File: src/hdl/decode_pkg.sv
package decode_pkg;

  localparam int xlen = 32;
  localparam int reg_addr_width = 5;

  localparam logic [6:0] opcode_lui = 7'b0110111;
  localparam logic [6:0] opcode_auipc = 7'b0010111;
  localparam logic [6:0] opcode_jal = 7'b1101111;
  localparam logic [6:0] opcode_jalr = 7'b1100111;
  localparam logic [6:0] opcode_branch = 7'b1100011;
  localparam logic [6:0] opcode_load = 7'b0000011;
  localparam logic [6:0] opcode_store = 7'b0100011;
  localparam logic [6:0] opcode_op_imm = 7'b0010011;
  localparam logic [6:0] opcode_op = 7'b0110011;
  localparam logic [6:0] opcode_fence = 7'b0001111;
  localparam logic [6:0] opcode_system = 7'b1110011;

  localparam logic [31:0] instr_ecall = 32'h00000073;
  localparam logic [31:0] instr_ebreak = 32'h00100073;

  localparam logic [3:0] except_illegal_instruction = 4'd2;
  localparam logic [3:0] except_breakpoint = 4'd3;
  localparam logic [3:0] except_env_call_mach = 4'd11;

  typedef enum logic [3:0] {
    alu_add, alu_sub, alu_sll, alu_slt, alu_sltu, alu_xor, alu_srl, alu_sra, alu_or, alu_and
  } alu_op_t;

  typedef enum logic [3:0] {
    lsu_lb, lsu_lh, lsu_lw, lsu_lbu, lsu_lhu, lsu_sb, lsu_sh, lsu_sw, lsu_none
  } lsu_op_t;

  typedef enum logic [2:0] {
    bcu_beq, bcu_bne, bcu_blt, bcu_bge, bcu_bltu, bcu_bgeu, bcu_none
  } bcu_op_t;

  typedef struct packed {
    logic [xlen-1:0] imm;
    logic wren;
    logic rden1;
    logic rden2;
    logic auipc;
    logic lui;
    logic jal;
    logic jalr;
    logic branch;
    logic load;
    logic store;
    logic fence;
    logic ecall;
    logic ebreak;
    logic nop;
    logic basic; // Lane 1 may take this instruction.
    logic valid;
    alu_op_t alu_op;
    bcu_op_t bcu_op;
    lsu_op_t lsu_op;
  } decoder_out_t;

  typedef struct packed {
    logic wren;
    logic rden1;
    logic rden2;
    logic auipc;
    logic lui;
    logic jal;
    logic jalr;
    logic branch;
    logic load;
    logic store;
    logic fence;
    logic ecall;
    logic ebreak;
    logic nop;
    logic valid;
    logic exception;
    logic basic;
  } operation_t;

  typedef struct packed {
    logic [xlen-1:0] pc;
    logic [31:0] instr;
    logic [reg_addr_width-1:0] waddr;
    logic [reg_addr_width-1:0] raddr1;
    logic [reg_addr_width-1:0] raddr2;
    logic [xlen-1:0] imm;
    operation_t op;
    alu_op_t alu_op;
    bcu_op_t bcu_op;
    lsu_op_t lsu_op;
    logic [3:0] ecause;
    logic [xlen-1:0] etval;
  } lane_t;

  typedef struct packed {
    logic [xlen-1:0] pc0;
    logic [31:0] instr0;
    logic [xlen-1:0] pc1;
    logic [31:0] instr1;
    logic valid0;
    logic valid1;
  } fetch_bundle_t;

  typedef struct packed {
    logic load;
    logic [reg_addr_width-1:0] waddr;
    logic stall;
    logic redirect;
  } exec_hazard_t;

  typedef struct packed {
    logic rden1;
    logic rden2;
    logic [reg_addr_width-1:0] raddr1;
    logic [reg_addr_width-1:0] raddr2;
  } reg_read_t;

  typedef struct packed {
    logic wren;
    logic [reg_addr_width-1:0] waddr;
    logic [xlen-1:0] wdata;
  } writeback_t;

  typedef struct packed {
    lane_t lane0;
    lane_t lane1;
    logic [xlen-1:0] rdata1_0;
    logic [xlen-1:0] rdata2_0;
    logic [xlen-1:0] rdata1_1;
    logic [xlen-1:0] rdata2_1;
  } issue_t;

  localparam decoder_out_t init_decoder = '{
    alu_op: alu_add, bcu_op: bcu_none, lsu_op: lsu_none, default: '0
  };

  localparam operation_t init_operation = '0;

  localparam lane_t init_lane = '{
    op: init_operation, alu_op: alu_add, bcu_op: bcu_none, lsu_op: lsu_none, default: '0
  };

endpackage

File: src/hdl/decode_stage.sv
`timescale 1ns/10ps

module decode_stage (
  input  logic clock,
  input  logic reset,
  input  decode_pkg::fetch_bundle_t fetch,
  input  decode_pkg::decoder_out_t decoder0_out,
  input  decode_pkg::decoder_out_t decoder1_out,
  input  decode_pkg::exec_hazard_t exec,
  input  logic flush,
  output decode_pkg::reg_read_t read0,
  output decode_pkg::reg_read_t read1,
  output logic hold,
  output decode_pkg::lane_t [1:0] lanes,
  output logic stall
);

  decode_pkg::lane_t lane0;
  decode_pkg::lane_t lane1;
  logic hazard;
  logic clear;

  function automatic decode_pkg::lane_t build_lane(
    input logic [decode_pkg::xlen-1:0] pc,
    input logic [31:0] instr,
    input decode_pkg::decoder_out_t dec
  );
    decode_pkg::lane_t lane;
    lane = decode_pkg::init_lane;
    lane.pc = pc;
    lane.instr = instr;
    lane.waddr = instr[11:7];
    lane.raddr1 = instr[19:15];
    lane.raddr2 = instr[24:20];
    lane.imm = dec.imm;
    lane.op.wren = dec.wren;
    lane.op.rden1 = dec.rden1;
    lane.op.rden2 = dec.rden2;
    lane.op.auipc = dec.auipc;
    lane.op.lui = dec.lui;
    lane.op.jal = dec.jal;
    lane.op.jalr = dec.jalr;
    lane.op.branch = dec.branch;
    lane.op.load = dec.load;
    lane.op.store = dec.store;
    lane.op.fence = dec.fence;
    lane.op.ecall = dec.ecall;
    lane.op.ebreak = dec.ebreak;
    lane.op.nop = dec.nop;
    lane.op.valid = dec.valid;
    lane.op.basic = dec.basic;
    lane.alu_op = dec.alu_op;
    lane.bcu_op = dec.bcu_op;
    lane.lsu_op = dec.lsu_op;
    return lane;
  endfunction

  // True when the load in execute writes a register this lane reads.
  function automatic logic load_hit(
    input decode_pkg::lane_t lane,
    input decode_pkg::exec_hazard_t ex
  );
    return ex.load && ((lane.op.rden1 && lane.raddr1 == ex.waddr) ||
                       (lane.op.rden2 && lane.raddr2 == ex.waddr));
  endfunction

  always_comb begin
    lane0 = build_lane(fetch.pc0, fetch.instr0, decoder0_out);
    lane1 = build_lane(fetch.pc1, fetch.instr1, decoder1_out);

    if (!fetch.valid0) begin
      lane0.op = decode_pkg::init_operation;
    end else if (!lane0.op.valid) begin
      lane0.op.exception = 1'b1;
      lane0.ecause = decode_pkg::except_illegal_instruction;
      lane0.etval = lane0.instr;
    end else if (lane0.op.ebreak) begin
      lane0.op.exception = 1'b1;
      lane0.ecause = decode_pkg::except_breakpoint;
      lane0.etval = lane0.instr;
    end else if (lane0.op.ecall) begin
      lane0.op.exception = 1'b1;
      lane0.ecause = decode_pkg::except_env_call_mach;
      lane0.etval = lane0.instr;
    end

    if (!(fetch.valid1 && lane1.op.basic)) begin
      lane1.op = decode_pkg::init_operation; // Lane 1 only runs basic integer work.
    end

    read0.rden1 = lane0.op.rden1;
    read0.rden2 = lane0.op.rden2;
    read0.raddr1 = lane0.raddr1;
    read0.raddr2 = lane0.raddr2;
    read1.rden1 = lane1.op.rden1;
    read1.rden2 = lane1.op.rden2;
    read1.raddr1 = lane1.raddr1;
    read1.raddr2 = lane1.raddr2;

    clear = flush | exec.redirect;
    hazard = load_hit(lane0, exec) | load_hit(lane1, exec);
    stall = hazard & ~clear & reset; // Dropped work needs no replay.

    if (hazard || clear) begin
      lane0.op = decode_pkg::init_operation;
      lane1.op = decode_pkg::init_operation;
    end
  end

  assign hold = exec.stall;

  // A flush still empties the stage while execute is stalled.
  always_ff @(posedge clock) begin
    if (!reset) begin
      lanes[0] <= decode_pkg::init_lane;
      lanes[1] <= decode_pkg::init_lane;
    end else if (!exec.stall || clear) begin
      lanes[0] <= lane0;
      lanes[1] <= lane1;
    end
  end

endmodule

File: src/hdl/decode_top.sv
`timescale 1ns/10ps

module decode_top (
  input  logic clock,
  input  logic reset,
  input  decode_pkg::fetch_bundle_t fetch,
  input  decode_pkg::exec_hazard_t exec,
  input  logic flush,
  input  decode_pkg::writeback_t write,
  output decode_pkg::issue_t issue,
  output logic stall
);

  decode_pkg::decoder_out_t decoder0_out;
  decode_pkg::decoder_out_t decoder1_out;
  decode_pkg::reg_read_t read0;
  decode_pkg::reg_read_t read1;
  decode_pkg::lane_t [1:0] lanes;
  logic [3:0][decode_pkg::xlen-1:0] rdata;
  logic hold;

  instr_decoder decoder0_inst (
    .instr   (fetch.instr0),
    .decoded (decoder0_out)
  );

  instr_decoder decoder1_inst (
    .instr   (fetch.instr1),
    .decoded (decoder1_out)
  );

  decode_stage decode_stage_inst (
    .clock        (clock),
    .reset        (reset),
    .fetch        (fetch),
    .decoder0_out (decoder0_out),
    .decoder1_out (decoder1_out),
    .exec         (exec),
    .flush        (flush),
    .read0        (read0),
    .read1        (read1),
    .hold         (hold),
    .lanes        (lanes),
    .stall        (stall)
  );

  register_file register_file_inst (
    .clock (clock),
    .read0 (read0),
    .read1 (read1),
    .hold  (hold),
    .write (write),
    .rdata (rdata)
  );

  assign issue.lane0 = lanes[0];
  assign issue.lane1 = lanes[1];
  assign issue.rdata1_0 = rdata[0];
  assign issue.rdata2_0 = rdata[1];
  assign issue.rdata1_1 = rdata[2];
  assign issue.rdata2_1 = rdata[3];

endmodule

File: src/hdl/instr_decoder.sv
`timescale 1ns/10ps

module instr_decoder (
  input  logic [31:0] instr,
  output decode_pkg::decoder_out_t decoded
);

  logic [6:0] opcode;
  logic [2:0] funct3;
  logic [6:0] funct7;
  logic [decode_pkg::xlen-1:0] imm_i;
  logic [decode_pkg::xlen-1:0] imm_s;
  logic [decode_pkg::xlen-1:0] imm_b;
  logic [decode_pkg::xlen-1:0] imm_u;
  logic [decode_pkg::xlen-1:0] imm_j;
  logic legal;

  assign opcode = instr[6:0];
  assign funct3 = instr[14:12];
  assign funct7 = instr[31:25];

  assign imm_i = {{20{instr[31]}}, instr[31:20]};
  assign imm_s = {{20{instr[31]}}, instr[31:25], instr[11:7]};
  assign imm_b = {{19{instr[31]}}, instr[31], instr[7], instr[30:25], instr[11:8], 1'b0};
  assign imm_u = {instr[31:12], 12'b0};
  assign imm_j = {{11{instr[31]}}, instr[31], instr[19:12], instr[20], instr[30:21], 1'b0};

  // Shared by OP and OP-IMM; alt selects sub or sra.
  function automatic decode_pkg::alu_op_t alu_select(input logic [2:0] f3, input logic alt);
    case (f3)
      3'b000: return alt ? decode_pkg::alu_sub : decode_pkg::alu_add;
      3'b001: return decode_pkg::alu_sll;
      3'b010: return decode_pkg::alu_slt;
      3'b011: return decode_pkg::alu_sltu;
      3'b100: return decode_pkg::alu_xor;
      3'b101: return alt ? decode_pkg::alu_sra : decode_pkg::alu_srl;
      3'b110: return decode_pkg::alu_or;
      default: return decode_pkg::alu_and;
    endcase
  endfunction

  always_comb begin
    decoded = decode_pkg::init_decoder;
    legal = 1'b1;
    case (opcode)
      decode_pkg::opcode_lui: begin
        decoded.imm = imm_u;
        decoded.wren = 1'b1;
        decoded.lui = 1'b1;
        decoded.basic = 1'b1;
      end
      decode_pkg::opcode_auipc: begin
        decoded.imm = imm_u;
        decoded.wren = 1'b1;
        decoded.auipc = 1'b1;
        decoded.basic = 1'b1;
      end
      decode_pkg::opcode_jal: begin
        decoded.imm = imm_j;
        decoded.wren = 1'b1;
        decoded.jal = 1'b1;
      end
      decode_pkg::opcode_jalr: begin
        decoded.imm = imm_i;
        decoded.wren = 1'b1;
        decoded.rden1 = 1'b1;
        decoded.jalr = 1'b1;
        legal = (funct3 == 3'b000);
      end
      decode_pkg::opcode_branch: begin
        decoded.imm = imm_b;
        decoded.rden1 = 1'b1;
        decoded.rden2 = 1'b1;
        decoded.branch = 1'b1;
        case (funct3)
          3'b000: decoded.bcu_op = decode_pkg::bcu_beq;
          3'b001: decoded.bcu_op = decode_pkg::bcu_bne;
          3'b100: decoded.bcu_op = decode_pkg::bcu_blt;
          3'b101: decoded.bcu_op = decode_pkg::bcu_bge;
          3'b110: decoded.bcu_op = decode_pkg::bcu_bltu;
          3'b111: decoded.bcu_op = decode_pkg::bcu_bgeu;
          default: legal = 1'b0;
        endcase
      end
      decode_pkg::opcode_load: begin
        decoded.imm = imm_i;
        decoded.wren = 1'b1;
        decoded.rden1 = 1'b1;
        decoded.load = 1'b1;
        case (funct3)
          3'b000: decoded.lsu_op = decode_pkg::lsu_lb;
          3'b001: decoded.lsu_op = decode_pkg::lsu_lh;
          3'b010: decoded.lsu_op = decode_pkg::lsu_lw;
          3'b100: decoded.lsu_op = decode_pkg::lsu_lbu;
          3'b101: decoded.lsu_op = decode_pkg::lsu_lhu;
          default: legal = 1'b0;
        endcase
      end
      decode_pkg::opcode_store: begin
        decoded.imm = imm_s;
        decoded.rden1 = 1'b1;
        decoded.rden2 = 1'b1;
        decoded.store = 1'b1;
        case (funct3)
          3'b000: decoded.lsu_op = decode_pkg::lsu_sb;
          3'b001: decoded.lsu_op = decode_pkg::lsu_sh;
          3'b010: decoded.lsu_op = decode_pkg::lsu_sw;
          default: legal = 1'b0;
        endcase
      end
      decode_pkg::opcode_op_imm: begin
        decoded.imm = imm_i;
        decoded.wren = 1'b1;
        decoded.rden1 = 1'b1;
        decoded.basic = 1'b1;
        decoded.alu_op = alu_select(funct3, (funct3 == 3'b101) && instr[30]);
        if (funct3 == 3'b001) begin
          legal = (funct7 == 7'b0000000); // Shift amounts above 31 are reserved.
        end else if (funct3 == 3'b101) begin
          legal = (funct7 == 7'b0000000) || (funct7 == 7'b0100000);
        end
      end
      decode_pkg::opcode_op: begin
        decoded.wren = 1'b1;
        decoded.rden1 = 1'b1;
        decoded.rden2 = 1'b1;
        decoded.basic = 1'b1;
        decoded.alu_op = alu_select(funct3, instr[30]);
        legal = (funct7 == 7'b0000000) ||
                (funct7 == 7'b0100000 && (funct3 == 3'b000 || funct3 == 3'b101));
      end
      decode_pkg::opcode_fence: begin
        decoded.fence = 1'b1;
        legal = (funct3 == 3'b000);
      end
      decode_pkg::opcode_system: begin
        if (instr == decode_pkg::instr_ecall) begin
          decoded.ecall = 1'b1;
        end else if (instr == decode_pkg::instr_ebreak) begin
          decoded.ebreak = 1'b1;
        end else begin
          legal = 1'b0; // CSR access is not supported here.
        end
      end
      default: legal = 1'b0;
    endcase
    decoded.nop = decoded.basic && (instr[11:7] == '0); // Result goes to x0.
    if (legal) begin
      decoded.valid = 1'b1;
    end else begin
      decoded = decode_pkg::init_decoder;
    end
  end

endmodule

File: src/hdl/register_file.sv
`timescale 1ns/10ps

module register_file (
  input  logic clock,
  input  decode_pkg::reg_read_t read0,
  input  decode_pkg::reg_read_t read1,
  input  logic hold,
  input  decode_pkg::writeback_t write,
  output logic [3:0][decode_pkg::xlen-1:0] rdata
);

  logic [decode_pkg::xlen-1:0] regs [1:31];

  function automatic logic [decode_pkg::xlen-1:0] read_port(
    input logic rden,
    input logic [decode_pkg::reg_addr_width-1:0] raddr
  );
    if (rden && raddr != '0) begin
      return regs[raddr];
    end
    return '0; // x0 and disabled ports read as zero.
  endfunction

  always_ff @(posedge clock) begin
    if (write.wren && write.waddr != '0) begin
      regs[write.waddr] <= write.wdata;
    end
  end

  // Reads see the array before this edge's write.
  always_ff @(posedge clock) begin
    if (!hold) begin
      rdata[0] <= read_port(read0.rden1, read0.raddr1);
      rdata[1] <= read_port(read0.rden2, read0.raddr2);
      rdata[2] <= read_port(read1.rden1, read1.raddr1);
      rdata[3] <= read_port(read1.rden2, read1.raddr2);
    end
  end

endmodule

File: config.mk
export PLATFORM = sky130hd
export DESIGN_NAME = decode_top
export DESIGN_NICKNAME = d
export VERILOG_FILES = /design/src/hdl/decode_pkg.sv /design/src/hdl/decode_stage.sv /design/src/hdl/decode_top.sv /design/src/hdl/instr_decoder.sv /design/src/hdl/register_file.sv
export SDC_FILE = /design/constraint.sdc
export NUM_CORES = 2
export LEC_CHECK = 0
export BUFFER_PORTS_ARGS = -buffer_cell sky130_fd_sc_hd__buf_4
export CORE_MARGIN = 2
export CORE_UTILIZATION = 55
export CTS_CLUSTER_DIAMETER = 200
export CTS_CLUSTER_SIZE = 40
export DETAILED_ROUTE_END_ITERATION = 10
export PLACE_DENSITY = 0.74
export SETUP_SLACK_MARGIN = 0.3
export SLEW_MARGIN = 40
export SYNTH_ARGS = -nofsm -noshare
export SYNTH_HDL_FRONTEND = slang
export SYNTH_SLANG_ARGS = --single-unit
export TNS_END_PERCENT = 30
File: constraint.sdc
create_clock -name clock -period 18.55 [get_ports clock]
set_clock_uncertainty 0.2 [all_clocks]
set_input_delay 5.565 -clock clock [delete_from_list [all_inputs] [get_ports clock]]
set_output_delay 5.565 -clock clock [all_outputs]
set_load 0.01 [all_outputs]
==> impl_metrics.json <==
{
  "arrival_ns": 9.05,
  "synth_cell_types": 76,
  "io_buffers": 619,
  "setup_violations": 0,
  "finalMaxSlewViolations": 0,
  "postLayoutCellArea_mm2": 0.0857,
  "fin_crit_sh_pct": 79.9,
  "synth_common_cells": "edfxtp_1, mux4_2, nand2_1, clkbuf_1, dfxtp_1",
  "first_pass_iters": 6,
  "syn_avg_cell_area_um2": 15.5,
  "end_kind": "output port",
  "outcome": "finished clean",
  "cpLargestDelayFamily": "simple AND/OR/NAND/NOR gates",
  "start_kind": "input pin",
  "fillers": 10402,
  "ys_warn_count": 0,
  "top_layer": "met5",
  "dr_total_vias": 54455,
  "dieArea_mm2": 0.145,
  "slowest_delay_ns": 0.56,
  "post-route-min-period_ns": 14.81,
  "clockBufferDepth": 3,
  "hold_violations": 0,
  "grt-ovfl-total": 0,
  "fin_nets": 5489,
  "cp.buffers_inverters": 3,
  "ios": 658,
  "numClockSinks": 1402,
  "drt_iter0_markers": 9143,
  "hpwlAfterDp_mm": 169,
  "r2r_start": "register_file_inst.regs[28][30]",
  "holdWs_ns": 0.252,
  "crit_slowest_cell": "nor2_1",
  "synth_top_cell_area_share_pct": 43.2,
  "cap_violations": 0,
  "tightest_slew_ns": 0.988,
  "hp-class": "flop to flop",
  "synthCells": 5023,
  "grt_pass1_wl_mm": 392,
  "antenna_left": 0,
  "crit_path_start": "fetch[20]",
  "h-tree-depth": 2,
  "crit_fanout": 39,
  "drive_gt1_share_pct": 37.7,
  "met1Wirelength_mm": 93.0,
  "rsz0062_at_grt": "no",
  "regArea_mm2": 0.0393,
  "slew_headroom_pct": 34.1,
  "area_growth_pct": 10.1,
  "cp_common_cell": "buf_4",
  "wl_met3_mm": 39.4,
  "min_from": "decode_stage_inst.lanes[222]",
  "initial_core_util_pct": 55.2,
  "synth-seq-area-share_pct": 50.5,
  "fp.dieH_um": 380,
  "hold_buffers": 0,
  "grt_pass1_vias": 52341,
  "synth-edff-count": 1120,
  "power_density_mw_per_mm2": 67.7,
  "drc": 0,
  "final.setup.tns_ns": 0,
  "synth-async-reset-ratio_pct": 0,
  "antenna_found_initial": 20,
  "coreArea_mm2": 0.141,
  "netlist_area_mm2": 0.0778,
  "worstSetupPathType": "input pin to output port",
  "yosys.area.top_type": "edfxtp_1",
  "numCtsBuffers": 41,
  "met2_length_mm": 130,
  "synth_area_leaders": "edfxtp_1, mux4_2, dfxtp_1, mux2i_1, nand2_1",
  "gp_congestion": 0.943,
  "grtUsageTotal_pct": 38.2,
  "path_cells": "buf_4 -> or3_1 -> buf_4 -> or3_4 -> o32a_1 -> nor4_4 -> o21ba_2 -> nor2_1 -> nor2_1 -> buf_4",
  "clk_pin_slew_ns": 0.14,
  "cts_setup_buffers": 0,
  "wirelength_mm": 280,
  "timing.fmax_mhz": 67.5,
  "placed_area_mm2": 0.0843,
  "grt_max_degree": 133,
  "multi_input_area_mm2": 0.0366,
  "ir_drop_mv": 0.0731,
  "ctsResizeCount": 0,
  "clk_latency_ns": 0.73,
  "synth.most_common_cell": "edfxtp_1",
  "root_buffer": "clkbuf_16",
  "routed_via_density": 7.53,
  "drt-wirelength-per-cell_um": 38.7,
  "p_leak_nw": 28.6,
  "worstPathRequired_ns": 12.78,
  "fp-row-count": 138,
  "cts_tree": "done",
  "dieWidth_um": 380,
  "ys_seq_elements": 1402,
  "synth_ff_type": "edfxtp_1"
}
==> per-stage QoR <==
| step | instances | worst slack, ns | power, mW | util [%] |
|---|---|---|---|---|
| after CTS | 7213 | 3.79 | 5.79 | 60.6 |
| after detailed placement | 7146 | 3.80 | 4.46 | 59.8 |
| after global routing | 7226 | 3.67 | 5.93 | 60.7 |
| after floorplan | 5060 | 5.12 | 4.12 | - |
| final | 7233 | 3.74 | 5.80 | 60.8 |
| after global placement | 7134 | 3.70 | 4.44 | 59.5 |
==> layer usage <==
metal	vias to the layer above	global-route usage, %
li1	21074	-
met1	27762	49.4
met2	4778	58.5
met3	831	11.4
met4	10	20.8
met5	-	0
==> cell usage in the layout (no fill, tap or decap), types with 7 or more instances in the layout <==
master	count
and2_1	57
nor3_2	40
a21boi_0	145
buf_16	7
mux2i_1	268
xnor2_1	10
clkbuf_1	22
o221ai_1	38
nand3_1	26
nor2_4	28
nand2_1	394
nand2b_1	12
o21ai_0	132
buf_12	10
mux4_2	1012
nor2b_1	63
a311oi_1	7
a221oi_1	84
dfxtp_1	282
diode_2	14
edfxtp_1	1120
nor2_1	194
a21oi_1	182
xor2_1	12
a22oi_1	66
nor3_1	26
buf_6	41
inv_1	10
nand4_1	17
buf_8	11
clkbuf_16	43
conb_1	38
mux2_2	101
o31ai_1	11
a22o_1	7
buf_4	681
nor4_1	11
==> area by class of cell <==
class	instances	area share [%]
diodes	14	0.0409
clock buffers	65	1.35
clock inverters	2	0.0453
inverters	11	0.0569
multi-input cells	3098	42.8
flip-flops and latches	1402	45.8
well taps	1890	2.76
repair buffers	751	7.17
==> logic make-up (layout without fill, tap and decap cells) <==
group	count (synthesis)	count (layout)	synth area share (%)
flip-flops	1402	1402	50.5
multiplexers	1382	1382	34.2
AND/OR/NAND/NOR	927	927	5.63
AO/OA/AOI/OAI	724	724	6.24
buffers and inverters	560	829	3.13
XOR/XNOR	22	22	0.248
adder cells (fa/ha/maj)	5	5	0.0804
other	1	52	0.00482
==> worst paths after layout <==
kind | to | slack [ns] | cells past startpoint
max | stall | 3.74 | 10
min | decode_stage_inst.lanes[222] | 0.25 | 2
max reg2reg | register_file_inst.rdata[126] | 15.81 | 4
min reg2reg | decode_stage_inst.lanes[222] | 0.25 | 2
==> power breakdown <==
group          internal (mW)  switching, mW
registers               3.44         0.0409
clock network          0.443          0.948
logic                  0.411          0.516
==> worst reg2reg max path, stage by stage, from the launching register on <==
cell and delay [ns]:
edfxtp_1 0.48, mux4_2 0.48, mux4_2 0.48, mux2i_1 0.66, nor2_1 0.15
==> registers in the layout, indices dropped and copies added (netlist names) <==
name,count
register_file_inst.regs,992
register_file_inst.rdata,128
decode_stage_inst.lanes,282
Note: power is estimated with default switching activity, not from simulation.
